==> src/rtl/fmc_apb_pkg.sv <==
package fmc_apb_pkg;

	//////////////////////////////////////////////////////////////////////
	// Bus geometry

	// Byte address: 3 high pins, 16 muxed bits, implicit zero LSB
	localparam int addr_width = 20;
	localparam int data_width = 32;

	//////////////////////////////////////////////////////////////////////
	// Address map, selected by paddr[19:16]

	// Anything other than ram or status lands on the miss responder
	typedef enum logic [1:0] {
		region_ram    = 2'd0,
		region_status = 2'd1,
		region_miss   = 2'd2
	} region_t;

	// Word offsets inside the status block
	typedef enum logic [3:0] {
		reg_id         = 4'h0,
		reg_miss_count = 4'h4,
		reg_scratch    = 4'h8
	} status_reg_t;

	// Fixed contents
	localparam logic [data_width-1:0] id_value   = 32'h464d_4331;
	localparam logic [data_width-1:0] miss_rdata = 32'hbad0_0bad;

	//////////////////////////////////////////////////////////////////////
	// Bridge FSM states

	typedef enum logic [3:0] {
		st_idle,
		st_addr,
		st_wait,
		st_wdata_lo,
		st_wdata_wait,
		st_wdata_hi,
		st_rdata_lo,
		st_rdata_hi,
		st_rd_end,
		st_active
	} bridge_state_t;

endpackage
==> src/rtl/apb_status_regs.sv <==
`timescale 1ns/1ps

module apb_status_regs (
	input  logic                                  apb,
	input  logic                                  arst_n,
	input  logic                                  sel,
	input  logic                                  write,
	input  logic [3:0]                            addr,
	input  logic [fmc_apb_pkg::data_width/8-1:0]  strb,
	input  logic [fmc_apb_pkg::data_width-1:0]    wdata,
	output logic [fmc_apb_pkg::data_width-1:0]    rdata,
	input  logic                                  miss
);

	logic [fmc_apb_pkg::data_width-1:0] miss_count;
	logic [fmc_apb_pkg::data_width-1:0] scratch;
	logic                               scratch_we;

	// Only the scratch word is writable, id and miss count ignore writes
	assign scratch_we = sel && write && (addr == fmc_apb_pkg::reg_scratch);

	always_ff @(posedge apb or negedge arst_n) begin
		if (!arst_n) begin
			miss_count <= '0;
			scratch    <= '0;
		end else begin
			// Saturate at all ones
			if (miss && miss_count != '1)
				miss_count <= miss_count + 1'b1;

			if (scratch_we) begin
				for (int b = 0; b < fmc_apb_pkg::data_width / 8; b++) begin
					if (strb[b])
						scratch[8*b +: 8] <= wdata[8*b +: 8];
				end
			end
		end
	end

	// Read mux, ready in the same cycle
	always_comb begin
		case (addr)
			fmc_apb_pkg::reg_id:         rdata = fmc_apb_pkg::id_value;
			fmc_apb_pkg::reg_miss_count: rdata = miss_count;
			fmc_apb_pkg::reg_scratch:    rdata = scratch;
			default:                     rdata = '0;
		endcase
	end

endmodule

==> config.mk <==
export PLATFORM = sky130hd
export DESIGN_NAME = apb_status_regs
export DESIGN_NICKNAME = d
export VERILOG_FILES = /design/src/rtl/fmc_apb_pkg.sv /design/src/rtl/apb_status_regs.sv
export SDC_FILE = /design/constraint.sdc
export NUM_CORES = 1
export LEC_CHECK = 0
export BUFFER_PORTS_ARGS = -buffer_cell sky130_fd_sc_hd__clkbuf_2
export CAP_MARGIN = 20
export CORE_MARGIN = 1.5
export CORE_UTILIZATION = 40
export DETAILED_ROUTE_END_ITERATION = 8
export GPL_TIMING_DRIVEN = 0
export PLACE_DENSITY = 0.67
export SLEW_MARGIN = 10
export SYNTH_ARGS = -nofsm -noshare
export SYNTH_HDL_FRONTEND = slang
export SYNTH_SLANG_ARGS = --single-unit
==> constraint.sdc <==
create_clock -name apb -period 2.1 [get_ports apb]
set_input_delay 0.21 -clock apb [delete_from_list [all_inputs] [get_ports apb]]
set_output_delay 0.21 -clock apb [all_outputs]
set_load 0.02 [all_outputs]
== Word-level counts from Yosys, hierarchy flattened ==
Cells that the tools add are included.

* Output and inout bits: 32
* Flip-flop bits (word level): 64
* Input port bits: 45
* Word-level logic and storage cells: 18

* Mux-type cells: 1
* $add $sub $neg: 1
* Reductions and logical operators: 8
* Equal/unequal tests: 3

{| class="wikitable"
|+ Operators with widths
! kind !! count
|-
| $pmux 32 s3 || 1
|-
| $add 32x1->32 const B || 1
|-
| $ne 32x32->1 const B || 1
|-
| $reduce_and 2->1 || 4
|-
| $eq 4x3->1 const B || 1
|-
| $eq 4x4->1 const B || 1
|-
| $logic_not 4->1 || 1
|-
| $logic_and 1x1->1 || 3
|}

== Longest topological paths before layout ==
* Word-level depth: 3
* Mapped depth: 7
* Mapped depth without buffers: 6

== Least setup slack after synthesis ==
OpenSTA, ideal clock, no wires.

* Path kind: register to register
* Start point: reg miss_count[17] (netlist name)
* End point: reg miss_count[25] (netlist name)
* Required time: 1.975 ns
* Library setup time: 0.125 ns
* Stages on the path, launching flop included: 7
* Path slack: 0.382 ns
* Data arrival time: 1.593 ns
* Buffers on the path: 1
* Clock period less this slack: 1.718 ns
* Cells stage by stage: dfrtp_1 and3_4 and4_1 buf_6 and4_4 or3_4 xnor2_2

* Cells in the longest elaborated chain, start to end: 2
* Elaborated cells between the ends (all ways): 3
* Classes of those cells: 1 x add/sub; 1 x eq/ne; 1 x reduce/logical

{| class="wikitable"
|+ RTL lines
! item !! RTL line !! text
|-
| start, declared || apb_status_regs.sv:15 || <nowiki>logic [fmc_apb_pkg::data_width-1:0] miss_count;</nowiki>
|-
| start signal, assigned || apb_status_regs.sv:29 || <nowiki>miss_count <= miss_count + 1'b1;</nowiki>
|-
| parallel branches: the longest is 2 deep, another holds $add 32x1->32 || -- ||
|}

Several ways; the timed one is not identified.
A chain may end at the register's enable or synchronous reset.

== Worst setup path after layout ==
* Start point: in addr[1]
* End point: out rdata[23] (netlist name)

* Cells in the longest elaborated chain, start to end: 2
* Elaborated cells between the ends (all ways): 4
* Classes of those cells: 2 x eq/ne; 1 x mux; 1 x reduce/logical

{| class="wikitable"
|+ RTL lines
! item !! RTL line !! text
|-
| start, declared || apb_status_regs.sv:8 || <nowiki>input logic [3:0] addr,</nowiki>
|-
| $eq 4x4->1 (tied with other cells) || apb_status_regs.sv:42 || <nowiki>case (addr)</nowiki>
|-
| $pmux 32 s3 (*) || apb_status_regs.sv:42 ||
|-
| end, declared || apb_status_regs.sv:11 || <nowiki>output logic [fmc_apb_pkg::data_width-1:0] rdata,</nowiki>
|}

Mark *: on every way between the ends. The rest lies on a longest branch, timed or not.

==> results.md <==
Synthesis:
- The net count of the mapped netlist is between 300 and 400.
- The count of synthesis-stage warnings from yosys is 0.
- Averaged over all synthesized cells, the footprint is roughly 12 um^2.
- The most used flip-flop cell after synthesis is sky130_fd_sc_hd__dfrtp_1.
- In the synthesized netlist, the number of instances is slightly below 300.
- The share of async-settable or async-resettable flops after synthesis is 100.0%.
- In the post-synthesis netlist, the biggest area contributors are sky130_fd_sc_hd__dfrtp_1 (46%), sky130_fd_sc_hd__mux2_4 (14%), sky130_fd_sc_hd__xnor2_1 (5.3%).
- The area share of the largest cell type after synthesis is a little under half.
- The netlist uses 44 different library cells.
- The post-synthesis instance area is roughly 3500 um^2.
- Sequential elements use 45.81% of the synthesized area.
- Counting flops and latches in the post-synthesis netlist gives 64.
- Counting flops with a built-in enable in the synthesized netlist gives 0.
- The largest total area in the synthesized netlist belongs to sky130_fd_sc_hd__dfrtp_1.

Global route:
- The maximum number of pins on one net before global-route repair is 36.
- The initial antenna violation count is 0.
- The number of global-route vias before repair came to 2573.
- For this run the aggregate overflow at the end of global routing stands at 0.
- The wire length of the first global-routing pass is 12.70 mm.
- Across every metal layer, demand over resource in global routing totals 18.40%.

Finish:
- The diode insertion count for antenna repair is 0.
- The most frequent standard cell in the layout excluding fill and tap cells is sky130_fd_sc_hd__clkbuf_2.
- The post-layout net count is approximately 430.
- The share of the core filled with cells is 51.10%.
- The count of filler cells inserted in the layout is 794.
- Cells with a size suffix above 1 make up just under 40% of the layout.
- Leaving out fill and tap cells, the most frequent cells in the layout are sky130_fd_sc_hd__clkbuf_2 (76), sky130_fd_sc_hd__dfrtp_1 (64), sky130_fd_sc_hd__mux2_4 (32), sky130_fd_sc_hd__a21oi_1 (26), sky130_fd_sc_hd__xnor2_1 (21).
- The layout-stage area growth over the synthesis result is 21.90%.

Floorplan:
- The number of core rows is 33.
- The die outline area is a little over 9000 um^2.
- In this run the vertical extent of the chip is slightly below 100 um.
- The region available for standard cell placement spans ~8300 um^2.
- The total I/O pin count is 77.
- The effective utilization at floorplan is approximately two fifths.
- From left edge to right edge, the die measures about 96 um.

Detailed routing:
- The count of nets left with antenna violations after detail routing is 0.
- The final routed wirelength across all metal layers is 7.591 mm.
- The violation count after the first detailed-routing iteration is between 80 and 90.
- The first detailed-routing pass ran for 4 iterations.
- In the routed design, unresolved DRC markers number 0.
- The average wire per standard cell is roughly 15 um.
- The via-per-instance ratio is 5.103.
- Across all layers, the routed design uses ~2500 vias.

Power and ir drop:
- The leakage dissipation is ~2.1 nW.
- The sequential fraction of design power is between 40% and 50%.
- In this run switching power makes up a little over a quarter of total power.
- The clock power share is 35.9%.
- For this design the ratio of total power to cell area is between 700 and 800 nW/um^2.
- In this run the power spent charging and discharging nets is 0.8273 mW.
- The worst-case IR drop observed on VDD is between 0.3 and 0.4 mV.
- Combinational cells account for around 16% of the total power.
- The cell internal power dissipation is ~2.3 mW.

Setup path:
- The cell seen most often among critical-path stages is sky130_fd_sc_hd__clkbuf_2.
- The category of the most critical setup path is input port to output port.
- STA classifies the critical path endpoint as an output port.
- STA classifies the critical path startpoint as an input port.
- The slowest cell on the critical path is sky130_fd_sc_hd__nor3_4.
- The critical path goes through clkbuf_2 > or2_1 > buf_6 > nor3_4 > clkbuf_2 > a22o_1 > clkbuf_2.
- The delay of the slowest cell on the worst path is approximately 0.4 ns.
- The maximum fanout along the worst path is 10.
- STA puts the critical path data arrival time at ~1.8 ns.
- Together, buffers and inverters on the worst path number 4.
- Broken down by cell family, the worst path's largest delay share belongs to buffers and inverters.
- At the worst endpoint, the required time is approximately 1.9 ns.

Clock network:
- The clock edge transition at the registers on the reported setup and hold paths is 0.07 ns.
- The TritonCTS clock tree is built.
- Counting along the longest clock path gives a buffer depth of 2.
- The clock tree synthesis step divided the H-tree into 3 levels.
- The CTS buffer count is 9.
- Once the clock tree was built, the setup fixing pass inserted 0 buffers.
- CTS saw 64 sinks.
- The tree is rooted in a sky130_fd_sc_hd__clkbuf_8.
- The later pin in the worst-skew pair is clocked with a latency of around 0.35 ns.

Status:
- The flow ran to the end, and the final reports show no timing, DRC or antenna violations.

Timing:
- The final setup violation count is 0.
- Once routing completed, OpenROAD measured the worst setup slack at roughly 0.14 ns.
- At the pin with the least slew margin, the transition time is 0.5155 ns.
- Headroom to the max-slew limit came out at 65.52%.
- Across the routed clock network, the largest skew measured is 0.007025 ns.
- Dividing the final minimum period by the clock period gives between 90% and 100%.
- Setup total negative slack on the finished layout was measured at 0 ns.
- Setup repair after global routing left no endpoint under its margin.
- The post-layout minimum cycle time is between 1.5 and 2 ns.
- The fmax is just over 500 MHz.
- The final number of max-transition violations is 0.
- The final hold violation count is 0.

Job:
- The count of max-cap constraint violations is 0.

Place:
- The count of buffers added on input and output ports is 76.
- Timing analysis after detailed placement gives a worst setup slack of -0.2998 ns.
- The HPWL after detailed placement is 5.770 mm.
- At the end of routability-driven placement, the weighted congestion stood at approximately 0.84.

Worst hold path:
- The min-delay analysis places its worst path in the category input port to register.
==> cells in the mapped netlist, drive strengths merged (7+ instances only) <==
cell and instances:
a21oi 26, a22o 19, and3 7, and4 8
dfrtp 64, inv 15, mux2 33, nand2 23
nand3 8, nor2 17, nor3 11, xnor2 22
xor2 8
==> path summary, 6_finish.rpt <==
path	from	to	depth (start not counted)	slack (ns)
setup / recovery	addr[1]	rdata[23]	7	0.14
hold / removal	wdata[7]	scratch[7]	2	0.09
setup reg to reg	miss_count[1]	miss_count[12]	6	0.21
hold reg to reg	miss_count[23]	miss_count[23]	1	0.49
max in group asynchronous	arst_n	miss_count[24]	3	1.19
min in group asynchronous	arst_n	scratch[21]	2	0.37
==> cell families (layout without fill, tap and decap cells) <==
group	after synthesis	in the layout	synth area share (%)
compound gates	52	52	11.27
xor+xnor	30	30	7.731
buf+inv	25	118	3.364
simple gates	90	90	17.40
fa+ha+maj	1	1	0.3579
flops	64	64	45.81
mux	33	33	14.07
==> routing by layer <==
metal / vias to the layer above / global-route usage (%) / wire length [um]
met2: 81 / 26.92 / 3316
met1: 1193 / 25.77 / 3750
li1: 1231 / - / -
met5: - / 0 / 0
met3: 11 / 4.930 / 408
met4: 0 / 7.367 / 116
==> cell type report <==
class	instances	area [um^2]	share of cell area, %
Clock buffer	14	182.7	4.287
Timing Repair Buffer	78	412.9	9.689
Multi-Input combinational cell	206	1783	41.84
Inverter	15	56.30	1.321
Clock inverter	2	35.03	0.8221
Buffer	9	58.81	1.380
Sequential cell	64	1602	37.58
Tap cell	105	131.4	3.083
==> power groups by stage <==
stage / Sequential (mW) / Clock (mW) / Combinational, mW
6_report: 1.53 / 1.13 / 0.493
3_3_place_gp: 1.54 / 0 / 0.479
2_1_floorplan: 1.51 / 0 / 0.358
3_5_place_dp: 1.55 / 0 / 0.496
4_1_cts: 1.53 / 1.17 / 0.502
5_1_grt: 1.56 / 1.23 / 0.555
==> sequential cells by signal, indices dropped and copies added (netlist names) <==
signal and flops:
miss_count 32, scratch 32
==> per-stage QoR <==
step / cells / hold slack [ns] / area [um^2] / power [mW]
floorplan: 295 / -0.08559 / 3496 / 1.867
global placement: 476 / 0.4432 / 4008 / 2.023
CTS: 493 / 0.06875 / 4262 / 3.208
finish: 493 / 0.08566 / 4262 / 3.161
detailed placement: 477 / 0.2028 / 4030 / 2.051
global route: 493 / 0.07442 / 4262 / 3.338
==> repair_timing <==
item,in CTS,in global routing
hold buffers,1,0
hold endpoints to repair,29,0
gates resized for setup,2,0
endpoints found under the setup margin,10,0
Note: power is estimated with default switching activity, not from simulation.
