<file path="src/rtl/fmc_apb_pkg.sv">
package fmc_apb_pkg;

	//////////////////////////////////////////////////////////////////////
	// Bus geometry

	// Byte address: 3 high pins, 16 muxed bits, implicit zero LSB
	localparam int addr_width = 20;
	localparam int data_width = 32;

	//////////////////////////////////////////////////////////////////////
	// Address map, selected by paddr[19:16]

	// Anything other than ram or status lands on the miss responder
	typedef enum logic [1:0] {
		region_ram    = 2'd0,
		region_status = 2'd1,
		region_miss   = 2'd2
	} region_t;

	// Word offsets inside the status block
	typedef enum logic [3:0] {
		reg_id         = 4'h0,
		reg_miss_count = 4'h4,
		reg_scratch    = 4'h8
	} status_reg_t;

	// Fixed contents
	localparam logic [data_width-1:0] id_value   = 32'h464d_4331;
	localparam logic [data_width-1:0] miss_rdata = 32'hbad0_0bad;

	//////////////////////////////////////////////////////////////////////
	// Bridge FSM states

	typedef enum logic [3:0] {
		st_idle,
		st_addr,
		st_wait,
		st_wdata_lo,
		st_wdata_wait,
		st_wdata_hi,
		st_rdata_lo,
		st_rdata_hi,
		st_rd_end,
		st_active
	} bridge_state_t;

endpackage
</file>
<file path="src/rtl/apb_if.sv">
`timescale 1ns/1ps

// APB bus between bridge, decoder and completers
// Clock and reset travel as plain ports, not through here
interface apb_if;

	// Request side
	logic [fmc_apb_pkg::addr_width-1:0]   paddr;
	logic                                 pwrite;
	logic                                 psel;
	logic                                 penable;
	logic [fmc_apb_pkg::data_width/8-1:0] pstrb;
	logic [fmc_apb_pkg::data_width-1:0]   pwdata;

	// Response side
	logic [fmc_apb_pkg::data_width-1:0]   prdata;
	logic                                 pready;

	// Initiator of transfers
	modport requester (
		output paddr, pwrite, psel, penable, pstrb, pwdata,
		input  prdata, pready
	);

	// Target of transfers
	modport completer (
		input  paddr, pwrite, psel, penable, pstrb, pwdata,
		output prdata, pready
	);

endinterface

</file>
<file path="src/rtl/apb_decoder.sv">
`timescale 1ns/1ps

module apb_decoder (
	apb_if.completer                          bus_root,
	apb_if.requester                          bus_ram,
	output logic                              status_sel,
	output logic                              status_write,
	output logic [3:0]                        status_addr,
	output logic [fmc_apb_pkg::data_width/8-1:0] status_strb,
	output logic [fmc_apb_pkg::data_width-1:0]   status_wdata,
	input  logic [fmc_apb_pkg::data_width-1:0]   status_rdata,
	output logic                              miss
);

	fmc_apb_pkg::region_t region;
	logic                 access;

	// Top nibble of the byte address picks the completer
	always_comb begin
		case (bus_root.paddr[fmc_apb_pkg::addr_width-1 -: 4])
			4'h0:    region = fmc_apb_pkg::region_ram;
			4'h1:    region = fmc_apb_pkg::region_status;
			default: region = fmc_apb_pkg::region_miss;
		endcase
	end

	assign access = bus_root.psel && bus_root.penable;

	// RAM sees the full request, psel only when addressed
	assign bus_ram.paddr   = bus_root.paddr;
	assign bus_ram.pwrite  = bus_root.pwrite;
	assign bus_ram.psel    = bus_root.psel && (region == fmc_apb_pkg::region_ram);
	assign bus_ram.penable = bus_root.penable;
	assign bus_ram.pstrb   = bus_root.pstrb;
	assign bus_ram.pwdata  = bus_root.pwdata;

	// Status block acts in the access phase only
	assign status_sel   = access && (region == fmc_apb_pkg::region_status);
	assign status_write = bus_root.pwrite;
	assign status_addr  = bus_root.paddr[3:0];
	assign status_strb  = bus_root.pstrb;
	assign status_wdata = bus_root.pwdata;

	// Unmapped access completes at once, so this is the completing cycle
	assign miss = access && (region == fmc_apb_pkg::region_miss);

	// Response mux
	always_comb begin
		case (region)
			fmc_apb_pkg::region_ram: begin
				bus_root.prdata = bus_ram.prdata;
				bus_root.pready = bus_ram.pready;
			end
			fmc_apb_pkg::region_status: begin
				bus_root.prdata = status_rdata;
				bus_root.pready = 1'b1;
			end
			default: begin
				bus_root.prdata = fmc_apb_pkg::miss_rdata;
				bus_root.pready = 1'b1;
			end
		endcase
	end

endmodule

</file>
<file path="src/flat_wrapper.sv">
// flat-port wrapper written by rule: the top's interface ports become plain ports
module apb_decoder_flat 
  (status_sel, status_write, status_addr, status_strb, status_wdata, status_rdata, miss, bus_root_paddr, bus_root_pwrite, bus_root_psel, bus_root_penable, bus_root_pstrb, bus_root_pwdata, bus_root_prdata, bus_root_pready, bus_ram_paddr, bus_ram_pwrite, bus_ram_psel, bus_ram_penable, bus_ram_pstrb, bus_ram_pwdata, bus_ram_prdata, bus_ram_pready);
  apb_if bus_root_i ();
  apb_if bus_ram_i ();
  output logic status_sel;
  output logic status_write;
  output logic [3:0] status_addr;
  output logic [fmc_apb_pkg::data_width/8-1:0] status_strb;
  output logic [fmc_apb_pkg::data_width-1:0] status_wdata;
  input  logic [fmc_apb_pkg::data_width-1:0] status_rdata;
  output logic miss;
  input wire logic [$bits(bus_root_i.paddr)-1:0] bus_root_paddr;
  input wire logic [$bits(bus_root_i.pwrite)-1:0] bus_root_pwrite;
  input wire logic [$bits(bus_root_i.psel)-1:0] bus_root_psel;
  input wire logic [$bits(bus_root_i.penable)-1:0] bus_root_penable;
  input wire logic [$bits(bus_root_i.pstrb)-1:0] bus_root_pstrb;
  input wire logic [$bits(bus_root_i.pwdata)-1:0] bus_root_pwdata;
  output wire logic [$bits(bus_root_i.prdata)-1:0] bus_root_prdata;
  output wire logic [$bits(bus_root_i.pready)-1:0] bus_root_pready;
  output wire logic [$bits(bus_ram_i.paddr)-1:0] bus_ram_paddr;
  output wire logic [$bits(bus_ram_i.pwrite)-1:0] bus_ram_pwrite;
  output wire logic [$bits(bus_ram_i.psel)-1:0] bus_ram_psel;
  output wire logic [$bits(bus_ram_i.penable)-1:0] bus_ram_penable;
  output wire logic [$bits(bus_ram_i.pstrb)-1:0] bus_ram_pstrb;
  output wire logic [$bits(bus_ram_i.pwdata)-1:0] bus_ram_pwdata;
  input wire logic [$bits(bus_ram_i.prdata)-1:0] bus_ram_prdata;
  input wire logic [$bits(bus_ram_i.pready)-1:0] bus_ram_pready;
  assign bus_root_i.paddr = bus_root_paddr;
  assign bus_root_i.pwrite = bus_root_pwrite;
  assign bus_root_i.psel = bus_root_psel;
  assign bus_root_i.penable = bus_root_penable;
  assign bus_root_i.pstrb = bus_root_pstrb;
  assign bus_root_i.pwdata = bus_root_pwdata;
  assign bus_root_prdata = bus_root_i.prdata;
  assign bus_root_pready = bus_root_i.pready;
  assign bus_ram_paddr = bus_ram_i.paddr;
  assign bus_ram_pwrite = bus_ram_i.pwrite;
  assign bus_ram_psel = bus_ram_i.psel;
  assign bus_ram_penable = bus_ram_i.penable;
  assign bus_ram_pstrb = bus_ram_i.pstrb;
  assign bus_ram_pwdata = bus_ram_i.pwdata;
  assign bus_ram_i.prdata = bus_ram_prdata;
  assign bus_ram_i.pready = bus_ram_pready;
  apb_decoder u_core (.bus_root(bus_root_i), .bus_ram(bus_ram_i), .status_sel(status_sel), .status_write(status_write), .status_addr(status_addr), .status_strb(status_strb), .status_wdata(status_wdata), .status_rdata(status_rdata), .miss(miss));
endmodule
</file>
<file path="config.mk">
export PLATFORM = sky130hd
export DESIGN_NAME = apb_decoder_flat
export DESIGN_NICKNAME = d
export VERILOG_FILES = /design/src/rtl/fmc_apb_pkg.sv /design/src/rtl/apb_if.sv /design/src/rtl/apb_decoder.sv /design/src/flat_wrapper.sv
export SDC_FILE = /design/constraint.sdc
export NUM_CORES = 1
export LEC_CHECK = 0
export BUFFER_PORTS_ARGS = -buffer_cell sky130_fd_sc_hd__buf_2
export CAP_MARGIN = 20
export CORE_AREA = 2 2 101 103
export DETAILED_ROUTE_END_ITERATION = 6
export DIE_AREA = 0 0 103 105
export MAX_ROUTING_LAYER = met4
export PLACE_DENSITY_LB_ADDON = 0.3
export SYNTH_ARGS = -nofsm -noshare
export SYNTH_HDL_FRONTEND = slang
export SYNTH_SLANG_ARGS = --single-unit
</file>
<file path="constraint.sdc">
create_clock -name vclk -period 1.44
set_input_delay 0.288 -clock vclk [all_inputs]
set_output_delay 0.288 -clock vclk [all_outputs]
set_load 0.02 [all_outputs]
</file>
Word-level counts from Yosys, hierarchy flattened

Cells that the tools add are included.

Output and inout bits: 135
Register bits after elaboration: 0

Reductions and logical operators: 6
Equal/unequal tests: 3
Mux-type cells: 3

Operators with widths:

| cell                                                                   | number |
|---|---|
| 32-bit case mux with 2 select lines                                    | 1 |
| 4-bit by 1-bit equality test with 1-bit output (second input constant) | 1 |
| 1-bit logical AND                                                      | 4 |
| 4-bit logical NOT                                                      | 1 |
| 2-bit case mux with 2 select lines                                     | 1 |
| 2-bit by 1-bit equality test with 1-bit output (second input constant) | 1 |
| 2-bit equality test (second input constant)                            | 1 |
| 2-bit logical NOT                                                      | 1 |
| 1-bit two-way mux                                                      | 1 |

Logic depth before layout (Yosys ltp)

Word-level depth: 4
Gate-level depth with buffers: 4
Depth with buffers taken out: 2

Worst setup path after synthesis

Ideal clock, no wire load.

Path kind: input to output
Start: input port bus_root_paddr[17]
End: output port bus_ram_psel
Path slack: -208 ps
Cell stages on the path: 3
Arrival: 1,360 ps
Buffers on the path: 1
Cells stage by stage: or3_1 buf_6 nor3b_1

Word-level cells in the longest chain between the ends: 4
Elaborated cells between the ends (all ways): 5

Ends and longest elaborated chain:

| element                                                                             | line               | text |
|---|---|---|
| start: declaration                                                                  | flat_wrapper.sv:13 | `input wire logic [$bits(bus_root_i.paddr)-1:0] bus_root_paddr;` |
| 4-bit by 1-bit equality test with 1-bit output or 4-bit logical NOT (tied branches) | apb_decoder.sv:20  | `case (bus_root.paddr[fmc_apb_pkg::addr_width-1 -: 4])` |
| 2-bit case mux with 2 select lines (*)                                              | apb_decoder.sv:20  |  |
| 2-bit logical NOT (*)                                                               | apb_decoder.sv:32  | `assign bus_ram.psel = bus_root.psel && (region == fmc_apb_pkg::region_ram);` |
| 1-bit logical AND (*)                                                               | apb_decoder.sv:32  |  |
| end: declaration                                                                    | flat_wrapper.sv:23 | `output wire logic [$bits(bus_ram_i.psel)-1:0] bus_ram_psel;` |

Every way passes the cells marked *; elsewhere a longest branch is shown, timed or not.

Final worst setup path

Start: input port bus_root_paddr[17]
End: output port miss

Word-level cells in the longest chain between the ends: 4
Elaborated cells between the ends (all ways): 5

Ends and longest elaborated chain:

| element                                                                             | line               | text |
|---|---|---|
| 4-bit by 1-bit equality test with 1-bit output or 4-bit logical NOT (tied branches) | apb_decoder.sv:20  |  |
| 2-bit case mux with 2 select lines (*)                                              | apb_decoder.sv:20  |  |
| 2-bit equality test (*)                                                             | apb_decoder.sv:45  | `assign miss = access && (region == fmc_apb_pkg::region_miss);` |
| 1-bit logical AND (*)                                                               | apb_decoder.sv:45  |  |
| end: declaration                                                                    | flat_wrapper.sv:12 | `output logic miss;` |

Marks and branches as above.

==> results.cfg <==
[floorplanning]
initial_utilization = 0.133
std_cell_rows = 36
die_h_um = 105
core_area_um2 = 9640
die_w_um = 103
top_level_i_o_count = 259
fp.dieArea_um2 = 10800

[timing]
unrepaired_setup_endpoints_after_global_routing = true
max_freq_mhz = 648
post-route-period-util = 1.07
worst_slew_margin_rel = 0.884
timing.final.ws_setup_ns = -0.104
fin_tns_setup_ns = -1.33
maxSlewViolCount = 0
finalCriticalPeriod_ns = 1.54
timing_worst_slew_pin_value_ns = 0.169
setup_viol = 20
report.final.hold_viol_count = 0

[setup_path]
critical_path_buf_inv_count = 3
crit_path_top_delay_cell = sky130_fd_sc_hd__or3_4
crit_path_start_kind = input pin
timing.critical_path.max_delay_family = simple AND/OR/NAND/NOR gates
worst-setup-path-type = in -> out
worst-endpoint-required_ns = 1.15
worstPathCellList = buf_6 -> or3_4 -> buf_6 -> and3_1 -> buf_2
critical_path.most_common_cell = sky130_fd_sc_hd__buf_6
critPathCaptureType = output port
worst-endpoint-arrival_ns = 1.26
critPathMaxFanout = 9
critical_path.max_stage_delay_ns = 0.39

[route]
drcViolationCount = 0
routed_wirelength_normalized_by_instance_count_um = 11.3
avgViaCountPerCell = 3.24
drt_first_iter_violations = 18
antenna_violating_nets_post_route = 0
detail_route.first_pass.iterations = 3
post_route_wl_um = 3650
num_vias = 1049

[worst_hold_path]
min_path_type = in -> out
hold_end = bus_ram_pstrb[2]
hold_depth = 0
worst_hold_startpoint = bus_root_pstrb[2]

[yosys]
synth_cell_type_count = 11
synthCells = 177
synthesis.area_um2 = 1280
seq_area_frac_synth = 0
ys_warn_count = 0
mappedNetlistNets = 301
synthesis.area_per_instance_um2 = 7.24

[global_route]
grt_pass1_wl_um = 4640
grt_start_max_net_pins = 19
grt_antenna_before_repair = 0
globalRouteOverflowTotal = 0
vias_in_the_first_global_route = 987
grt_use_total = 0.0555

[run]
drv.max_cap_violation_count = 0

[finish]
num-nets-final = 317
layout.sequential_cells = 0
antenna_cells_inserted = 0
final_core_utilization = 0.145
final_design_area_no_fill_um2 = 1400
finish.cell_count_without_fillers = 324
final.clkbuf_count = 0
post_route_cells_drive_above_1_share = 0.702
final-seq-area_um2 = 0
area_growth_syn_to_layout_pct = 8.89
num-fill-cells = 1148

[status]
failed_checks = negative setup slack
run_status = finished, violations left

[place]
hpwl_um = 3050
dpl.cell_count = 324
place.port_buffers = 112
gp_congestion = 0.652
place_area_um2 = 1340

[cts]
cts_hold_buf = 0
post-cts-setup-buffers = 0

[power_and_ir_drop]
p_total_uw = 337
power.ir.vdd_worst_mv = 0.0425
cellLeakagePower_nw = 0.742
power.density_nw_per_um2 = 242
## logic make-up (layout without fill, tap and decap cells)
kind of cell	count (synthesis)	count (layout)	synth area share
muxes	32	32	0.250
buffers and inverters	106	120	0.621
and+or+nand+nor	39	39	0.129
## synthesized netlist by cell type
library cell              instances  area share
sky130_fd_sc_hd__nor3_2           1      0.0078
sky130_fd_sc_hd__nand2_1         16       0.047
sky130_fd_sc_hd__or3_1            2      0.0098
sky130_fd_sc_hd__mux2i_1         32        0.25
sky130_fd_sc_hd__nand3_1          1      0.0039
sky130_fd_sc_hd__buf_4          101        0.59
sky130_fd_sc_hd__buf_6            2       0.018
sky130_fd_sc_hd__nor3b_1          1      0.0059
sky130_fd_sc_hd__and3_1           1      0.0049
sky130_fd_sc_hd__nor2_1          17       0.050
sky130_fd_sc_hd__buf_2            3       0.012
## how the worst max path moves through the flow
stage	from	end	slack [ns]	depth (start not counted)
final	bus_root_paddr[17]	miss	-0.10	5
after global routing	bus_root_paddr[17]	bus_ram_psel	-0.15	5
after CTS	bus_root_paddr[17]	miss	-0.11	5
after detailed placement	bus_root_paddr[17]	bus_ram_psel	-0.18	5
after global placement	bus_root_paddr[17]	bus_ram_psel	-0.18	5
after floorplan	bus_root_paddr[17]	bus_root_prdata[10]	-0.02	4
## power by group
group	total, mW	switching [mW]	internal [mW]
Combinational	0.337	0.163	0.174
Clock	0	0	0
Sequential	0	0	0
## area by class of cell
cell class | instances | area (um^2) | share of cell area
repair buffers | 120 | 697 | 0.500
multi-input cells | 71 | 532 | 0.381
well taps | 133 | 166 | 0.119
## what timing repair did
item,in CTS,in global routing
pin swaps,0,1
hold endpoints to repair,0,0
gates resized for setup,15,1
endpoints found under the setup margin,36,36
## metrics by stage
step | setup WS (ns) | hold slack (ns)
after CTS | -0.106 | 0.576
final | -0.104 | 0.576
after detailed placement | -0.181 | 0.576
after global placement | -0.181 | 0.576
after global routing | -0.147 | 0.576
after floorplan | -0.0249 | 0.689
## placed cells by master (no fill, tap or decap), drive strengths merged
cell   Yosys  final
buf      106    120
nor3       1      1
nand3      1      1
nor2      17     17
or3        2      2
mux2i     32     32
nand2     16     16
nor3b      1      1
and3       1      1
## routing by layer
layer,GRT usage,up-vias,share of wire
met5,-,-,0
met4,0.0489,0,0.087
met3,0.0107,43,0.14
met2,0.109,74,0.51
met1,0.0385,441,0.26
li1,-,491,-
Note: power is estimated with default switching activity, not from simulation.
