[src/rtl/fmc_apb_pkg.sv]
package fmc_apb_pkg;

	//////////////////////////////////////////////////////////////////////
	// Bus geometry

	// Byte address: 3 high pins, 16 muxed bits, implicit zero LSB
	localparam int addr_width = 20;
	localparam int data_width = 32;

	//////////////////////////////////////////////////////////////////////
	// Address map, selected by paddr[19:16]

	// Anything other than ram or status lands on the miss responder
	typedef enum logic [1:0] {
		region_ram    = 2'd0,
		region_status = 2'd1,
		region_miss   = 2'd2
	} region_t;

	// Word offsets inside the status block
	typedef enum logic [3:0] {
		reg_id         = 4'h0,
		reg_miss_count = 4'h4,
		reg_scratch    = 4'h8
	} status_reg_t;

	// Fixed contents
	localparam logic [data_width-1:0] id_value   = 32'h464d_4331;
	localparam logic [data_width-1:0] miss_rdata = 32'hbad0_0bad;

	//////////////////////////////////////////////////////////////////////
	// Bridge FSM states

	typedef enum logic [3:0] {
		st_idle,
		st_addr,
		st_wait,
		st_wdata_lo,
		st_wdata_wait,
		st_wdata_hi,
		st_rdata_lo,
		st_rdata_hi,
		st_rd_end,
		st_active
	} bridge_state_t;

endpackage
[src/rtl/apb_if.sv]
`timescale 1ns/1ps

// APB bus between bridge, decoder and completers
// Clock and reset travel as plain ports, not through here
interface apb_if;

	// Request side
	logic [fmc_apb_pkg::addr_width-1:0]   paddr;
	logic                                 pwrite;
	logic                                 psel;
	logic                                 penable;
	logic [fmc_apb_pkg::data_width/8-1:0] pstrb;
	logic [fmc_apb_pkg::data_width-1:0]   pwdata;

	// Response side
	logic [fmc_apb_pkg::data_width-1:0]   prdata;
	logic                                 pready;

	// Initiator of transfers
	modport requester (
		output paddr, pwrite, psel, penable, pstrb, pwdata,
		input  prdata, pready
	);

	// Target of transfers
	modport completer (
		input  paddr, pwrite, psel, penable, pstrb, pwdata,
		output prdata, pready
	);

endinterface

[src/rtl/fmc_apb_bridge.sv]
`timescale 1ns/1ps

module fmc_apb_bridge #(
	parameter bit early_read = 1'b0,
	parameter int wait_rtt   = 2
) (
	input  logic        apb,
	input  logic        arst_n,
	input  logic        cs_n,
	input  logic        nadv_n,
	input  logic        nwe_n,
	input  logic [1:0]  nbl_n,
	input  logic [2:0]  a_hi,
	input  logic [15:0] ad_in,
	output logic [15:0] ad_out,
	output logic        nwait,
	apb_if.requester    bus
);

	// Last count value of the post-stall delay
	localparam logic [3:0] rtt_last = 4'(wait_rtt - 1);

	fmc_apb_pkg::bridge_state_t state;

	logic [3:0]                              wait_count;
	logic [fmc_apb_pkg::addr_width-1:0]      cap_addr;
	logic [fmc_apb_pkg::addr_width-1:0]      pending_addr;
	logic [15:0]                             wdata_lo;
	logic [1:0]                              strb_lo;
	logic [fmc_apb_pkg::data_width-1:0]      prdata_latched;
	logic                                    busy;
	logic                                    xfer_done;
	logic                                    early_done;
	logic                                    addr_take;
	logic                                    rd_issue;
	logic                                    lo_take;
	logic                                    hi_take;

	//////////////////////////////////////////////////////////////////////
	// Transfer tracking

	// One transfer in flight, so psel doubles as the busy flag
	assign busy      = bus.psel;
	assign xfer_done = bus.psel && bus.penable && bus.pready;

	// Read finishing right now with low half forwarded straight from prdata
	assign early_done = early_read && xfer_done &&
		(state == fmc_apb_pkg::st_rdata_lo);

	// LSB always zero, bus is 16 bits wide
	assign cap_addr = {a_hi, ad_in, 1'b0};

	// Address clock seen
	assign addr_take = !cs_n && !nadv_n &&
		(state == fmc_apb_pkg::st_idle || state == fmc_apb_pkg::st_addr);

	// Reads go out at once if the bus is free, else after the stall
	assign rd_issue = (addr_take && nwe_n && !busy) ||
		(!cs_n && state == fmc_apb_pkg::st_wait && !busy);

	// Low half is repeated by the MCU during a stall, keep resampling it
	assign lo_take = !cs_n &&
		(state == fmc_apb_pkg::st_wdata_lo || state == fmc_apb_pkg::st_wdata_wait);
	assign hi_take = !cs_n && state == fmc_apb_pkg::st_wdata_hi;

	// Stall while anything is pending, or while a read is held back
	always_comb begin
		if (cs_n)
			nwait = 1'b1;
		else if (early_done)
			nwait = 1'b1;
		else
			nwait = !(busy || state == fmc_apb_pkg::st_wait);
	end

	//////////////////////////////////////////////////////////////////////
	// Payload registers

	always_ff @(posedge apb) begin
		if (addr_take)
			pending_addr <= cap_addr;

		// Staged apart from pwdata so an in-flight write stays stable
		if (lo_take) begin
			wdata_lo <= ad_in;
			strb_lo  <= ~nbl_n;
		end

		if (rd_issue) begin
			// Fresh address on the fast path, saved one after a stall
			bus.paddr  <= addr_take ? cap_addr : pending_addr;
			bus.pwrite <= 1'b0;
			bus.pstrb  <= '0;
		end

		if (hi_take) begin
			bus.paddr  <= pending_addr;
			bus.pwrite <= 1'b1;
			bus.pstrb  <= {~nbl_n, strb_lo};
			bus.pwdata <= {ad_in, wdata_lo};
		end

		if (xfer_done)
			prdata_latched <= bus.prdata;
	end

	//////////////////////////////////////////////////////////////////////
	// APB phases and FMC state machine

	always_ff @(posedge apb or negedge arst_n) begin
		if (!arst_n) begin
			state       <= fmc_apb_pkg::st_idle;
			bus.psel    <= 1'b0;
			bus.penable <= 1'b0;
			wait_count  <= '0;
			ad_out      <= '0;
		end else begin
			// Setup phase lasts one cycle, access phase until pready
			if (xfer_done) begin
				bus.psel    <= 1'b0;
				bus.penable <= 1'b0;
			end else if (bus.psel) begin
				bus.penable <= 1'b1;
			end

			// New transfer enters setup phase
			if (rd_issue || hi_take)
				bus.psel <= 1'b1;

			// Deselect ends the access wherever it was
			if (cs_n) begin
				state <= fmc_apb_pkg::st_idle;
			end else begin
				case (state)

					// Wait for the address clock
					fmc_apb_pkg::st_idle, fmc_apb_pkg::st_addr: begin
						if (nadv_n)
							state <= fmc_apb_pkg::st_addr;
						else if (!nwe_n)
							state <= fmc_apb_pkg::st_wdata_lo;
						else if (busy)
							state <= fmc_apb_pkg::st_wait;
						else
							state <= fmc_apb_pkg::st_rdata_lo;
					end

					// Read held back behind the previous transfer
					fmc_apb_pkg::st_wait: begin
						if (!busy)
							state <= fmc_apb_pkg::st_rdata_lo;
					end

					// Write path
					fmc_apb_pkg::st_wdata_lo: begin
						if (!nwait) begin
							state      <= fmc_apb_pkg::st_wdata_wait;
							wait_count <= '0;
						end else begin
							state <= fmc_apb_pkg::st_wdata_hi;
						end
					end

					// MCU needs wait_rtt clocks of nwait high before the high half
					fmc_apb_pkg::st_wdata_wait: begin
						if (nwait) begin
							wait_count <= wait_count + 4'd1;
							if (wait_count == rtt_last)
								state <= fmc_apb_pkg::st_wdata_hi;
						end
					end

					fmc_apb_pkg::st_wdata_hi: begin
						state <= fmc_apb_pkg::st_active;
					end

					// Read path
					fmc_apb_pkg::st_rdata_lo: begin
						if (early_done) begin
							ad_out <= bus.prdata[15:0];
							state  <= fmc_apb_pkg::st_rdata_hi;
						end else if (!busy) begin
							ad_out <= prdata_latched[15:0];
							state  <= fmc_apb_pkg::st_rdata_hi;
						end
					end

					fmc_apb_pkg::st_rdata_hi: begin
						ad_out <= prdata_latched[31:16];
						state  <= fmc_apb_pkg::st_rd_end;
					end

					// Ignore the bus until cs_n goes high
					fmc_apb_pkg::st_rd_end, fmc_apb_pkg::st_active: begin
						state <= state;
					end

					default: begin
						state <= fmc_apb_pkg::st_idle;
					end

				endcase
			end
		end
	end

endmodule

[src/flat_wrapper.sv]
// flat-port wrapper written by rule: the top's interface ports become plain ports
module fmc_apb_bridge_flat 
#(
	parameter bit early_read = 1'b0,
	parameter int wait_rtt   = 2
)
  (apb, arst_n, cs_n, nadv_n, nwe_n, nbl_n, a_hi, ad_in, ad_out, nwait, bus_paddr, bus_pwrite, bus_psel, bus_penable, bus_pstrb, bus_pwdata, bus_prdata, bus_pready);
  apb_if bus_i ();
  input  logic apb;
  input  logic arst_n;
  input  logic cs_n;
  input  logic nadv_n;
  input  logic nwe_n;
  input  logic [1:0] nbl_n;
  input  logic [2:0] a_hi;
  input  logic [15:0] ad_in;
  output logic [15:0] ad_out;
  output logic nwait;
  output wire logic [$bits(bus_i.paddr)-1:0] bus_paddr;
  output wire logic [$bits(bus_i.pwrite)-1:0] bus_pwrite;
  output wire logic [$bits(bus_i.psel)-1:0] bus_psel;
  output wire logic [$bits(bus_i.penable)-1:0] bus_penable;
  output wire logic [$bits(bus_i.pstrb)-1:0] bus_pstrb;
  output wire logic [$bits(bus_i.pwdata)-1:0] bus_pwdata;
  input wire logic [$bits(bus_i.prdata)-1:0] bus_prdata;
  input wire logic [$bits(bus_i.pready)-1:0] bus_pready;
  assign bus_paddr = bus_i.paddr;
  assign bus_pwrite = bus_i.pwrite;
  assign bus_psel = bus_i.psel;
  assign bus_penable = bus_i.penable;
  assign bus_pstrb = bus_i.pstrb;
  assign bus_pwdata = bus_i.pwdata;
  assign bus_i.prdata = bus_prdata;
  assign bus_i.pready = bus_pready;
  fmc_apb_bridge #(.early_read(early_read), .wait_rtt(wait_rtt)) u_core (.apb(apb), .arst_n(arst_n), .cs_n(cs_n), .nadv_n(nadv_n), .nwe_n(nwe_n), .nbl_n(nbl_n), .a_hi(a_hi), .ad_in(ad_in), .ad_out(ad_out), .nwait(nwait), .bus(bus_i));
endmodule
[config.mk]
export PLATFORM = sky130hd
export DESIGN_NAME = fmc_apb_bridge_flat
export DESIGN_NICKNAME = d
export VERILOG_FILES = /design/src/rtl/fmc_apb_pkg.sv /design/src/rtl/apb_if.sv /design/src/rtl/fmc_apb_bridge.sv /design/src/flat_wrapper.sv
export SDC_FILE = /design/constraint.sdc
export NUM_CORES = 1
export LEC_CHECK = 0
export ABC_AREA = 1
export BUFFER_PORTS_ARGS = -buffer_cell sky130_fd_sc_hd__buf_2
export CAP_MARGIN = 30
export CORE_ASPECT_RATIO = 0.6
export CORE_MARGIN = 2
export CORE_UTILIZATION = 55
export CTS_BUF_LIST = sky130_fd_sc_hd__clkbuf_4
export DETAILED_ROUTE_END_ITERATION = 10
export PLACE_DENSITY_LB_ADDON = 0.1
export SYNTH_ARGS = -nofsm -noshare
export SYNTH_HDL_FRONTEND = slang
export SYNTH_SLANG_ARGS = --single-unit
[constraint.sdc]
create_clock -name apb -period 3.7 [get_ports apb]
set_input_delay 0.185 -clock apb [delete_from_list [all_inputs] [get_ports apb]]
set_output_delay 0.185 -clock apb [all_outputs]
set_load 0.01 [all_outputs]
Word level (Yosys, flattened, before mapping) --
Index checks and enable logic that the tools add are counted.
Word-level totals: bits in registers 153, input port bits 59, output and inout port bits 76, word-level logic and storage cells 89
Operators by class: add/sub/neg operators 1, equal/unequal tests 18, multiplexer cells 25, bitwise gates (word level) 2, reductions and logical operators 30
Operator list (count):
- 2-to-1 mux 20 bit | 3
- 2-to-1 mux 4 bit | 11
- case mux 16 bit (2 select lines) | 1
- case mux 4 bit (8 select lines) | 1
- == test 4 x 3 -> 1 bit (second input constant) | 4
- 2-to-1 mux 16 bit | 1
- inequality test 3 bit (second input constant) | 4
- logical AND 1 bit | 10
- nonzero test 2 bit | 5
- == test 4 x 1 -> 1 bit (second input constant) | 2
- == test 4 x 2 -> 1 bit (second input constant) | 2
- == test 4 bit (second input constant) | 2
- inequality test 2 bit (second input constant) | 4
- case mux 4 bit (2 select lines) | 1
- 2-to-1 mux 1 bit | 6
- logical OR 1 bit | 5
- AND reduction 5 bit | 1
- adder 4 x 1 -> 4 bit (second input constant) | 1
- logical NOT 1 bit | 4
- logical NOT 4 bit | 1
- AND reduction 4 bit | 1
- OR reduction 2 bit | 2
- 2-to-1 mux 3 bit | 1
- AND reduction 3 bit | 1
- other kinds (2) | 2

Logic depth before layout (Yosys ltp) --
Gate-level depths: netlist (run 1).
depth in word-level cells 8, depth in mapped cells 10, gate-level depth less buffers 9

Least setup slack after synthesis (run 1) --
Ideal clock, no wire load.
kind register to register, from reg u_core.bus.psel, to reg u_core.prdata_latched[0] in the netlist's numbering (enable), library setup time 461 ps, arrival time 2884 ps, required time 3239 ps, slack 355 ps, stages on the path, launching flop included 3, path buffers 0, clock period less this slack 3345 ps, cells stage by stage dfrtp_1 inv_1 nor3_1
On the way: word-level cells in the longest chain between the ends 2
Ends and longest elaborated chain:
- start: declaration | line apb_if.sv:21 | output paddr, pwrite, psel, penable, pstrb, pwdata,
- start signal: assignment | line fmc_apb_bridge.sv:113 | bus.psel <= 1'b0;
- start signal: assignment | line fmc_apb_bridge.sv:120 | bus.psel <= 1'b0;
- start signal: assignment | line fmc_apb_bridge.sv:128 | bus.psel <= 1'b1;
- logical AND 1 bit (2 in a row) | line fmc_apb_bridge.sv:44 | assign xfer_done = bus.psel && bus.penable && bus.pready;
- named net u_core.xfer_done | line fmc_apb_bridge.sv:32 | logic xfer_done;
- end signal: assignment | line fmc_apb_bridge.sv:104 | prdata_latched <= bus.prdata;
- end: declaration | line fmc_apb_bridge.sv:30 | logic [fmc_apb_pkg::data_width-1:0] prdata_latched;
The timed path passes the listed nets, and every way through them passes these cells. A chain may end at the register's enable or synchronous reset.

Worst setup path in the final report (run 1) --
from reg u_core.state[3], to reg u_core.wait_count[3]
On the way: word-level cells in the longest chain between the ends 6, elaborated cells on any way between the ends 11, those cells by class eq/ne: 5; mux: 2; reduce/logical: 4
Ends and longest elaborated chain:
- start: declaration | line fmc_apb_bridge.sv:23 | fmc_apb_pkg::bridge_state_t state;
- start signal: assignment | line fmc_apb_bridge.sv:112 | state <= fmc_apb_pkg::st_idle;
- start signal: assignment | line fmc_apb_bridge.sv:132 | state <= fmc_apb_pkg::st_idle;
- start signal: assignment | line fmc_apb_bridge.sv:139 | state <= fmc_apb_pkg::st_addr;
- == test 4 x 2 -> 1 bit | line fmc_apb_bridge.sv:73 | nwait = !(busy || state == fmc_apb_pkg::st_wait);
- logical OR 1 bit | line fmc_apb_bridge.sv:73
- logical NOT 1 bit | line fmc_apb_bridge.sv:73
- 2-to-1 mux 1 bit | line fmc_apb_bridge.sv:68 | if (cs_n)
- inequality test 2 bit (no source line)
- AND reduction 4 bit (no source line)
- end signal: assignment | line fmc_apb_bridge.sv:167 | wait_count <= wait_count + 4'd1;
- end: declaration | line fmc_apb_bridge.sv:25 | logic [3:0] wait_count;
Parallel ways exist; a longest one is shown, timed or not.

==> flow_summary.ini, run 1 <==
[clock_network]
post_cts_buffers = 0
ctsHoldBuffers = 57
clock_sinks = 153
clk_path_buf_depth = 2
htree_levels = 4
cts_tree = yes
cts_made_buffers = 17
insertion_delay_ns = 0.52
post_cts_resized = 0
root_buffer = clkbuf_4
clkTransAtPathRegs_ns = 0.14

[pwr]
total_power_mw = 4.61
pwr-share-clk = 0.205
p_int_mw = 3.01
power_leakage_nw = 3.37
ir_drop_mv = 0.368
switching_share = 0.347
pwr-share-comb = 0.257
power_switching_mw = 1.60
sequentialPowerShare = 0.537
p_per_area_mw_per_mm2 = 628

[logic_synthesis]
ys_seq_area_frac = 0.742
syn_inst = 453
synth_area_mm2 = 0.00574
synth_nets = 514
yosys.area.top_type = edfxtp_1
yosysMostFrequentCell = nand2_1
synthTopCellsByCount = nand2_1 (159), edfxtp_1 (106), inv_1 (37)
syn_avg_cell_area_um2 = 12.7
synth-main-ff-cell = edfxtp_1
yosys-top-cells-area = edfxtp_1 (55%), dfrtp_1 (11%), nand2_1 (10%)
synth-seq-cells = 153
synthDistinctLibCells = 33
synthArstFlopShare = 0.170
yosys_warnings = 0
synth_edf_count = 106
yosysTopAreaCellShare = 0.555

[sta]
setup_viol = 0
period_minus_slack_ns = 2.22
fin_hold_ws_ns = 0.0733
fmax_mhz = 451
worst_pin_slew_ns = 1.02
fin_ws_ns = 1.48
final_hold_viol_count = 0
tns_ns = 0
slew-limit-headroom = 0.317
slew_violations = 0
post-route-period-util = 0.599
rsz0062_at_grt = no
fin_skew_ns = 0.0159

[worst_setup_path]
worst-r2r-setup-slack_ns = 1.48
cpPeakStageDelay_ns = 0.61
rr_worst_depth = 8
crit_cells = 8
startpoint = u_core.state[3]$_DFFE_PN0P_
crit_family = compound AO/OA/AOI/OAI gates
cp-end-kind = register
crit_chain = inv_2 -> nand2_2 -> inv_2 -> nand2_2 -> a21oi_4 -> nand3_2 -> nand2_1 -> nand2_1
endpoint = u_core.wait_count[3]$_DFFE_PN0P_
required_ns = 4.13
critPathKind = register to register
cp_slowest_cell = a21oi_4
path_max_fanout = 20
r2r_end = u_core.wait_count[3]$_DFFE_PN0P_
cp_data_arrival_time_ns = 2.65
reg2reg_from = u_core.state[3]$_DFFE_PN0P_
crit_path_start_kind = register
path_buf_inv = 2

[route]
dr.pass1.iters = 5
wl_met3_um = 734
via_per_inst = 4.85
ant_nets = 0
route.vias.total = 3897
wl_per_cell_um = 14.8
wl_met1_um = 5360
highest_layer = met4
drc = 0
met2_length_um = 5660
routed_wirelength_um = 11900
drt_iter0_drc = 285

[grt]
antenna_found_initial = 0
grt_pass1_wl_um = 19400
grt_max_degree = 33
grt_overflow_total = 0
grt_pass1_vias = 3908
grt_use_total = 0.229

[floorplanning]
die_area_mm2 = 0.0113
start_util = 0.575
rows = 28
ios = 135
core-area_mm2 = 0.00998
die_width_um = 136
die_y_um = 83.1

[finish]
final_core_util = 0.735
antennaDiodeCount = 0
finalNonFillerCells = 804
final_area_mm2 = 0.00734
area_delta_synth_final_pct = 27.9
nNetsFinal = 717
drive_gt1_frac = 0.311

[placed_design]
placed_cells = 715
place_area_mm2 = 0.00650
dpl.hpwl_um = 7590
port_buffers = 134
place_ws_ns = 1.50
gp_congestion = 0.895

[outcome]
status = complete, no violations

[hold_path]
hold_start = bus_pready
hold_path.class = input pin to register

[flow_run]
maxCapViolCount = 0
==> worst register-to-register path: stages, from the launching register on <==
cell	delay (ns)
dfrtp_1	0.46
inv_2	0.10
nand2_2	0.07
inv_2	0.34
nand2_2	0.14
a21oi_4	0.61
nand3_2	0.22
nand2_1	0.13
nand2_1	0.06
==> cell type report <==
| cell class | instances | area, um2 |
|---|---|---|
| Timing Repair Buffer | 195 | 1270 |
| Fill cell | 718 | 2650 |
| Clock inverter | 15 | 135 |
| Sequential cell | 153 | 4250 |
| Inverter | 42 | 176 |
| Clock buffer | 17 | 128 |
| Multi-Input combinational cell | 247 | 1200 |
| Tap cell | 135 | 169 |
==> placed cells by master, fill, tap and decap left out, types with 2 or more instances in the layout <==
master         count
dfxtp_1           21
nand2_2            3
clkinv_2           2
o21ai_0            2
nor2_4             2
clkbuf_4          17
dlygate4sd3_1     57
edfxtp_1         106
ha_1               2
nor2_1            14
a21oi_1            2
clkinv_4           3
nor2_2             2
inv_8              2
nand3_1           28
inv_1             37
inv_6              7
nand3_2            4
nand4_1            2
inv_2              3
buf_4              4
dfrtp_1           26
buf_2            134
nand2_1          159
nand2_4            2
o21ai_2           16
==> sequential cells by signal, summed over array words and instances (netlist names), 4 cells and up <==
name / flops
u_core.bus.pwdata: 32
u_core.prdata_latched: 32
u_core.bus.paddr: 20
u_core.pending_addr: 20
u_core.ad_out: 16
u_core.wdata_lo: 16
u_core.bus.pstrb: 4
u_core.state: 4
u_core.wait_count: 4
==> power by group through the flow <==
stage               registers [mW]  clock network, mW  logic (mW)
floorplan                     2.57                  0       0.675
global placement              2.50                  0        1.09
detailed placement            2.51                  0        1.14
CTS                           2.48              0.965        1.19
global route                  2.51               1.06        1.33
finish                        2.48              0.946        1.19
==> cells by family after synthesis <==
logic type	share of synthesized area
flops	0.742
compound gates	0.0375
fa+ha+maj	0.00436
xor+xnor	0.00305
simple gates	0.164
buf+inv	0.0495
==> per-layer routing <==
metal | up-vias | GRT usage
met3 | 13 | 0.0653
li1 | 1917 | -
met4 | 0 | 0.0653
met5 | - | 0
met1 | 1848 | 0.316
met2 | 119 | 0.358
==> worst min path at each step <==
| stage | depth (start not counted) | endpoint |
|---|---|---|
| after CTS | 4 | u_core.bus.psel$_DFFE_PN0P_ |
| final | 4 | u_core.bus.psel$_DFFE_PN0P_ |
| after floorplan | 0 | u_core.ad_out[0]$_DFFE_PN0P_ |
| after global placement | 1 | u_core.wait_count[2]$_DFFE_PN0P_ |
| after global routing | 4 | u_core.bus.psel$_DFFE_PN0P_ |
| after detailed placement | 1 | u_core.wait_count[2]$_DFFE_PN0P_ |
No activity file was read; power rests on OpenSTA's default activity.
==> run 2, diff against run 1 <==
--- a/config.mk
+++ b/config.mk
@@ -5,7 +5,7 @@
 export SDC_FILE = /design/constraint.sdc
 export NUM_CORES = 1
 export LEC_CHECK = 0
-export ABC_AREA = 1
+export ABC_AREA = 0
 export BUFFER_PORTS_ARGS = -buffer_cell sky130_fd_sc_hd__buf_2
 export CAP_MARGIN = 30
 export CORE_ASPECT_RATIO = 0.6
==> constraint.sdc (replaced) <==
create_clock -name apb -period 2.1 [get_ports apb]
set_input_delay 0.105 -clock apb [delete_from_list [all_inputs] [get_ports apb]]
set_output_delay 0.105 -clock apb [all_outputs]
set_load 0.01 [all_outputs]
==> run 2 against run 1 <==
  * Synthesized cell count is 20% lower
  * Count of clock-buffer cells in the layout is 3 higher
  * Via count is 9.5% lower
  * Die area is 5.9% lower
  * Clock power is 86% higher
  * Register-to-register slack worse by 1.3 ns
  * Flip-flop and latch count stayed put
  * Largest power group unchanged
==> flow_summary.ini, run 2 <==
[flow_run]
maxCapViolCount = 0

[finish]
regArea_mm2 = 0.00425
multi_input_area_mm2 = 0.00104
final_core_util = 0.760
antennaDiodeCount = 0
nNetsFinal = 631
area_delta_synth_final_pct = 32.0
nFillCells = 600
top_regs = u_core.bus.pwdata x32, u_core.prdata_latched x32
drive_gt1_frac = 0.312
final_cell_mix = buf_2 (134), edfxtp_1 (106), nand2_1 (96), dlygate4sd3_1 (57), dfrtp_1 (26)
final_common_cell = buf_2
finalNonFillerCells = 713

[clock_network]
clkTransAtPathRegs_ns = 0.14
root_buffer = clkbuf_4
htree_levels = 4
post_cts_buffers = 0
cts_tree = yes
insertion_delay_ns = 0.53
clk_path_buf_depth = 2
clock_sinks = 153
cts_made_buffers = 17

[pwr]
power_leakage_nw = 3.16
p_per_area_mw_per_mm2 = 1120
ir_drop_mv = 0.574

[sta]
setup_viol = 0
post-route-period-util = 0.904
period_minus_slack_ns = 1.90
tns_ns = 0
worst_pin_slew_ns = 0.605
final_hold_viol_count = 0
rsz0062_at_grt = no
slew-limit-headroom = 0.597
fin_hold_ws_ns = 0.102
fmax_mhz = 527
slew_violations = 0
fin_skew_ns = 0.0324

[floorplanning]
rows = 27
die_width_um = 132
start_util = 0.575
ios = 135
core-area_mm2 = 0.00936
die_y_um = 80.6
die_area_mm2 = 0.0106

[worst_setup_path]
worst-r2r-setup-slack_ns = 0.20
critPathKind = register to register
cp_slowest_cell = dfrtp_1
crit_path_start_kind = register
path_common_cell = nand2_1
cp_data_arrival_time_ns = 2.18
cpPeakStageDelay_ns = 0.52
required_ns = 2.38
crit_chain = or3_1 -> or2_2 -> nand2_1 -> nand2_1
path_max_fanout = 21
cp-end-kind = register

[grt]
grt_use_total = 0.225
grt_pass1_wl_um = 17800
grt_pass1_vias = 3575
grt_max_degree = 33
antenna_found_initial = 0
grt_overflow_total = 0

[route]
drc = 0
ant_nets = 0
wl_per_cell_um = 15.6
drt_iter0_drc = 260
via_per_inst = 4.95
route.vias.total = 3528
dr.pass1.iters = 4
routed_wirelength_um = 11100

[logic_synthesis]
yosysMostFrequentCell = edfxtp_1
yosys_warnings = 0
synthDistinctLibCells = 41
synth-seq-cells = 153
syn_inst = 363
syn_avg_cell_area_um2 = 14.8
yosys.area.top_type = edfxtp_1
synth_edf_count = 106
yosys-top-cells-area = edfxtp_1 (59%), dfrtp_1 (12%), dfxtp_1 (7.8%)
ys_seq_area_frac = 0.790
synth-main-ff-cell = edfxtp_1
synthTopCellsByCount = edfxtp_1 (106), nand2_1 (96), dfrtp_1 (26)
yosysTopAreaCellShare = 0.591
synth_nets = 424
synthArstFlopShare = 0.170
synth_area_mm2 = 0.00538

[outcome]
status = complete, no violations

[placed_design]
dpl.hpwl_um = 6790
gp_congestion = 0.787
placed_cells = 624
port_buffers = 134

[hold_path]
hold_path.class = input pin to async pin
[run 2: cell types whose count changed in the layout (fill, tap and decap cells not counted), moves of 4 or more]
| cell | delta |
|---|---|
| nand2_1 | -63 |
| inv_1 | -32 |
| nand3_1 | -25 |
| mux2i_1 | +17 |
| o21ai_2 | -15 |
| o21ai_1 | +13 |
| inv_6 | -5 |
| nand2b_1 | +5 |
| and2_1 | +4 |
| nor2_1 | -4 |
[run 2: stage by stage]
step | total power, mW | setup WS (ns) | area [um2]
global placement | 6.10 | 0.156 | 6260
CTS | 8.01 | 0.119 | 7110
global route | 8.45 | 0.105 | 7110
detailed placement | 6.21 | 0.114 | 6260
finish | 7.99 | 0.202 | 7110
floorplan | 5.48 | 0.0182 | 5380
[run 2: kinds of logic (layout without fill, tap and decap cells)]
kind of cell / count (synthesis) / after routing / share of synthesized area
buf+inv: 19 / 239 / 0.0181
flops: 153 / 153 / 0.790
simple gates: 139 / 139 / 0.118
compound gates: 33 / 33 / 0.0379
fa+ha+maj: 2 / 2 / 0.00465
mux: 17 / 17 / 0.0316
[run 2: area by class of cell]
cell class,instances,area share
flip-flops and latches,153,0.598
repair buffers,201,0.190
multi-input cells,191,0.146
well taps,130,0.0229
clock buffers,20,0.0211
clock inverters,12,0.0178
inverters,6,0.00317
[run 2: final timing paths]
path	start	to	cells after the start
worst max-delay path	u_core.state[2]$_DFFE_PN0P_	u_core.bus.paddr[5]$_DFFE_PP_	4
worst min register to register	u_core.wdata_lo[15]$_DFFE_PP_	u_core.bus.pwdata[15]$_DFFE_PP_	0
worst min-delay path	arst_n	u_core.ad_out[14]$_DFFE_PN0P_	2
min in group apb	bus_pready	u_core.prdata_latched[21]$_DFFE_PP_	2
worst max register to register	u_core.state[2]$_DFFE_PN0P_	u_core.bus.paddr[5]$_DFFE_PP_	4
max in group asynchronous	arst_n	u_core.state[3]$_DFFE_PN0P_	2
[run 2: repair_timing]
action | CTS | global route
endpoints found under the setup margin | 0 | 1
hold buffers | 57 | 0
resized for setup | 0 | 1
endpoints found under the hold margin | 137 | 0
[run 2: metal layers]
| layer | GRT usage | vias to the layer above | wire length, um |
|---|---|---|---|
| met5 | 0 | - | 0 |
| met1 | 0.295 | 1685 | 4940 |
| met4 | 0.0880 | 0 | 149 |
| li1 | - | 1717 | - |
| met2 | 0.358 | 112 | 5380 |
| met3 | 0.0682 | 14 | 641 |
[run 2: critical path, delay by kind of cell (launching register included)]
| kind | cells | cell delay (ns) |
|---|---|---|
| flops | 1 | 0.52 |
| simple gates | 4 | 1.17 |
[run 2: report_power, final]
group	switching, mW	internal (mW)	leakage (nW)
Combinational	1.08	0.744	1.52
Clock	1.01	0.746	0.155
Sequential	0.339	4.06	1.48
Total	2.43	5.55	3.16
==> run 3, diff against run 2 <==
--- a/config.mk
+++ b/config.mk
@@ -5,8 +5,8 @@
 export SDC_FILE = /design/constraint.sdc
 export NUM_CORES = 1
 export LEC_CHECK = 0
-export ABC_AREA = 0
-export BUFFER_PORTS_ARGS = -buffer_cell sky130_fd_sc_hd__buf_2
+export ABC_AREA = 1
+export BUFFER_PORTS_ARGS = -buffer_cell sky130_fd_sc_hd__clkbuf_2
 export CAP_MARGIN = 30
 export CORE_ASPECT_RATIO = 0.6
 export CORE_MARGIN = 2
==> run 3 against run 2 <==
  * Count of clock-buffer cells in the layout decreased by 3
  * Highest routed layer unchanged
  * Critical path depth increased by 1
  * Power increased by 4.9%
  * Global-route usage increased by 0.94 points
==> flow_summary.ini, run 3 (same netlist as run 1, synthesis figures left out) <==
[outcome]
status = complete, no violations

[grt]
grt_use_total = 0.234
grt_pass1_vias = 3863
grt_overflow_total = 0
grt_pass1_wl_um = 19900
antenna_found_initial = 0
grt_max_degree = 33

[finish]
nFillCells = 680
finalNonFillerCells = 809
final_core_util = 0.746
top_regs = u_core.bus.pwdata x32, u_core.prdata_latched x32
final_common_cell = nand2_1
drive_gt1_frac = 0.313
area_delta_synth_final_pct = 29.8
final_area_mm2 = 0.00744
final_cell_mix = nand2_1 (159), clkbuf_2 (134), edfxtp_1 (106), dlygate4sd3_1 (59), inv_1 (37)
nNetsFinal = 722
antennaDiodeCount = 0

[pwr]
pwr-share-clk = 0.215
pwr-share-comb = 0.262
switching_share = 0.344
ir_drop_mv = 0.621
power_switching_mw = 2.88
p_int_mw = 5.49
sequentialPowerShare = 0.523
p_per_area_mw_per_mm2 = 1120
power_leakage_nw = 3.43

[sta]
post-route-period-util = 0.896
final_hold_viol_count = 0
slew_violations = 0
fmax_mhz = 532
period_minus_slack_ns = 1.88
tns_ns = 0
worst_pin_slew_ns = 0.681
rsz0062_at_grt = no
setup_viol = 0
slew-limit-headroom = 0.546
fin_skew_ns = 0.0291

[worst_setup_path]
critPathKind = register to register
rr_worst_depth = 5
cp_data_arrival_time_ns = 2.35
cp-end-kind = register
required_ns = 2.57
path_max_fanout = 8
crit_path_start_kind = register

[placed_design]
gp_congestion = 0.903
place_area_mm2 = 0.00657
dpl.hpwl_um = 7760
placed_cells = 718
port_buffers = 134

[hold_path]
hold_path.class = input pin to async pin

[clock_network]
clk_path_buf_depth = 2
root_buffer = clkbuf_4
htree_levels = 4
clkTransAtPathRegs_ns = 0.16
clock_sinks = 153
insertion_delay_ns = 0.55
post_cts_resized = 0
cts_tree = yes
cts_made_buffers = 17

[floorplanning]
core-area_mm2 = 0.00998
die_width_um = 136
start_util = 0.575
rows = 28
die_y_um = 83.1
ios = 135
die_area_mm2 = 0.0113

[route]
ant_nets = 0
routed_wirelength_um = 12300
via_per_inst = 4.90
route.vias.total = 3965
dr.pass1.iters = 4
drc = 0
drt_iter0_drc = 323
wl_per_cell_um = 15.3

[flow_run]
maxCapViolCount = 0
==> run 3: cell types whose count changed in the layout (fill, tap and decap cells not counted), sizes merged, moves of 4 or more <==
| cell | before | now |
|---|---|---|
| inv | 8 | 48 |
| nand3 | 4 | 32 |
| nor2 | 11 | 18 |
| clkbuf | 20 | 151 |
| and2 | 4 | 0 |
| mux2i | 17 | 0 |
| nand2 | 96 | 164 |
| buf | 144 | 7 |
| nand2b | 5 | 0 |
==> run 3: area by class of cell <==
class / count / area [um2] / area share
timing repair buffer: 200 / 1350 / 0.182
clock inverter: 15 / 156 / 0.0210
tap: 135 / 169 / 0.0227
clock buffer: 17 / 128 / 0.0171
multi-input combinational: 247 / 1210 / 0.163
sequential: 153 / 4250 / 0.571
inverter: 42 / 176 / 0.0237
==> run 3: worst paths after layout <==
path	endpoint	from	slack (ns)
min in group apb	u_core.prdata_latched[29]$_DFFE_PP_	bus_prdata[29]	0.26
worst max register to register	u_core.bus.psel$_DFFE_PN0P_	u_core.state[0]$_DFFE_PN0P_	0.22
max in group asynchronous	u_core.state[3]$_DFFE_PN0P_	arst_n	1.53
worst max-delay path	u_core.bus.psel$_DFFE_PN0P_	u_core.state[0]$_DFFE_PN0P_	0.22
worst min register to register	u_core.bus.pwdata[8]$_DFFE_PP_	u_core.wdata_lo[8]$_DFFE_PP_	0.44
worst min-delay path	u_core.ad_out[14]$_DFFE_PN0P_	arst_n	0.11
==> run 3: critical path, cell delays in order (launching register included) <==
cell	delay, ns
dfrtp_1	0.52
inv_1	0.15
nor3_1	0.31
nand2_2	0.17
nand4_1	0.12
dlygate4sd3_1	0.55
==> run 3: power by group through the flow <==
stage / Combinational [mW] / Sequential (mW) / Clock, mW
floorplan: 1.20 / 4.53 / 0
global placement: 2.01 / 4.42 / 0
detailed placement: 2.10 / 4.44 / 0
CTS: 2.21 / 4.37 / 1.83
global route: 2.45 / 4.44 / 1.97
finish: 2.19 / 4.38 / 1.80
==> run 3: per-stage QoR <==
step,total power [mW],worst slack (ns),hold WS [ns]
2_1_floorplan,5.73,0.0562,-0.191
3_3_place_gp,6.43,0.401,0.163
3_5_place_dp,6.54,0.304,0.173
4_1_cts,8.41,0.225,0.0920
5_1_grt,8.86,0.0591,0.131
6_report,8.37,0.219,0.109
==> run 3: timing repair <==
item | in CTS | in global routing
setup buffers | 0 | 0
endpoints found under the hold margin | 143 | 0
setup endpoints to repair | 0 | 0
hold buffers | 59 | 0
==> run 3: routing by layer <==
| metal | global-route usage | wire length (um) | up-vias |
|---|---|---|---|
| met3 | 0.0580 | 798 | 13 |
| met1 | 0.333 | 5580 | 1886 |
| met5 | 0 | 0 | - |
| met2 | 0.358 | 5810 | 135 |
| li1 | - | - | 1931 |
| met4 | 0.0767 | 152 | 0 |
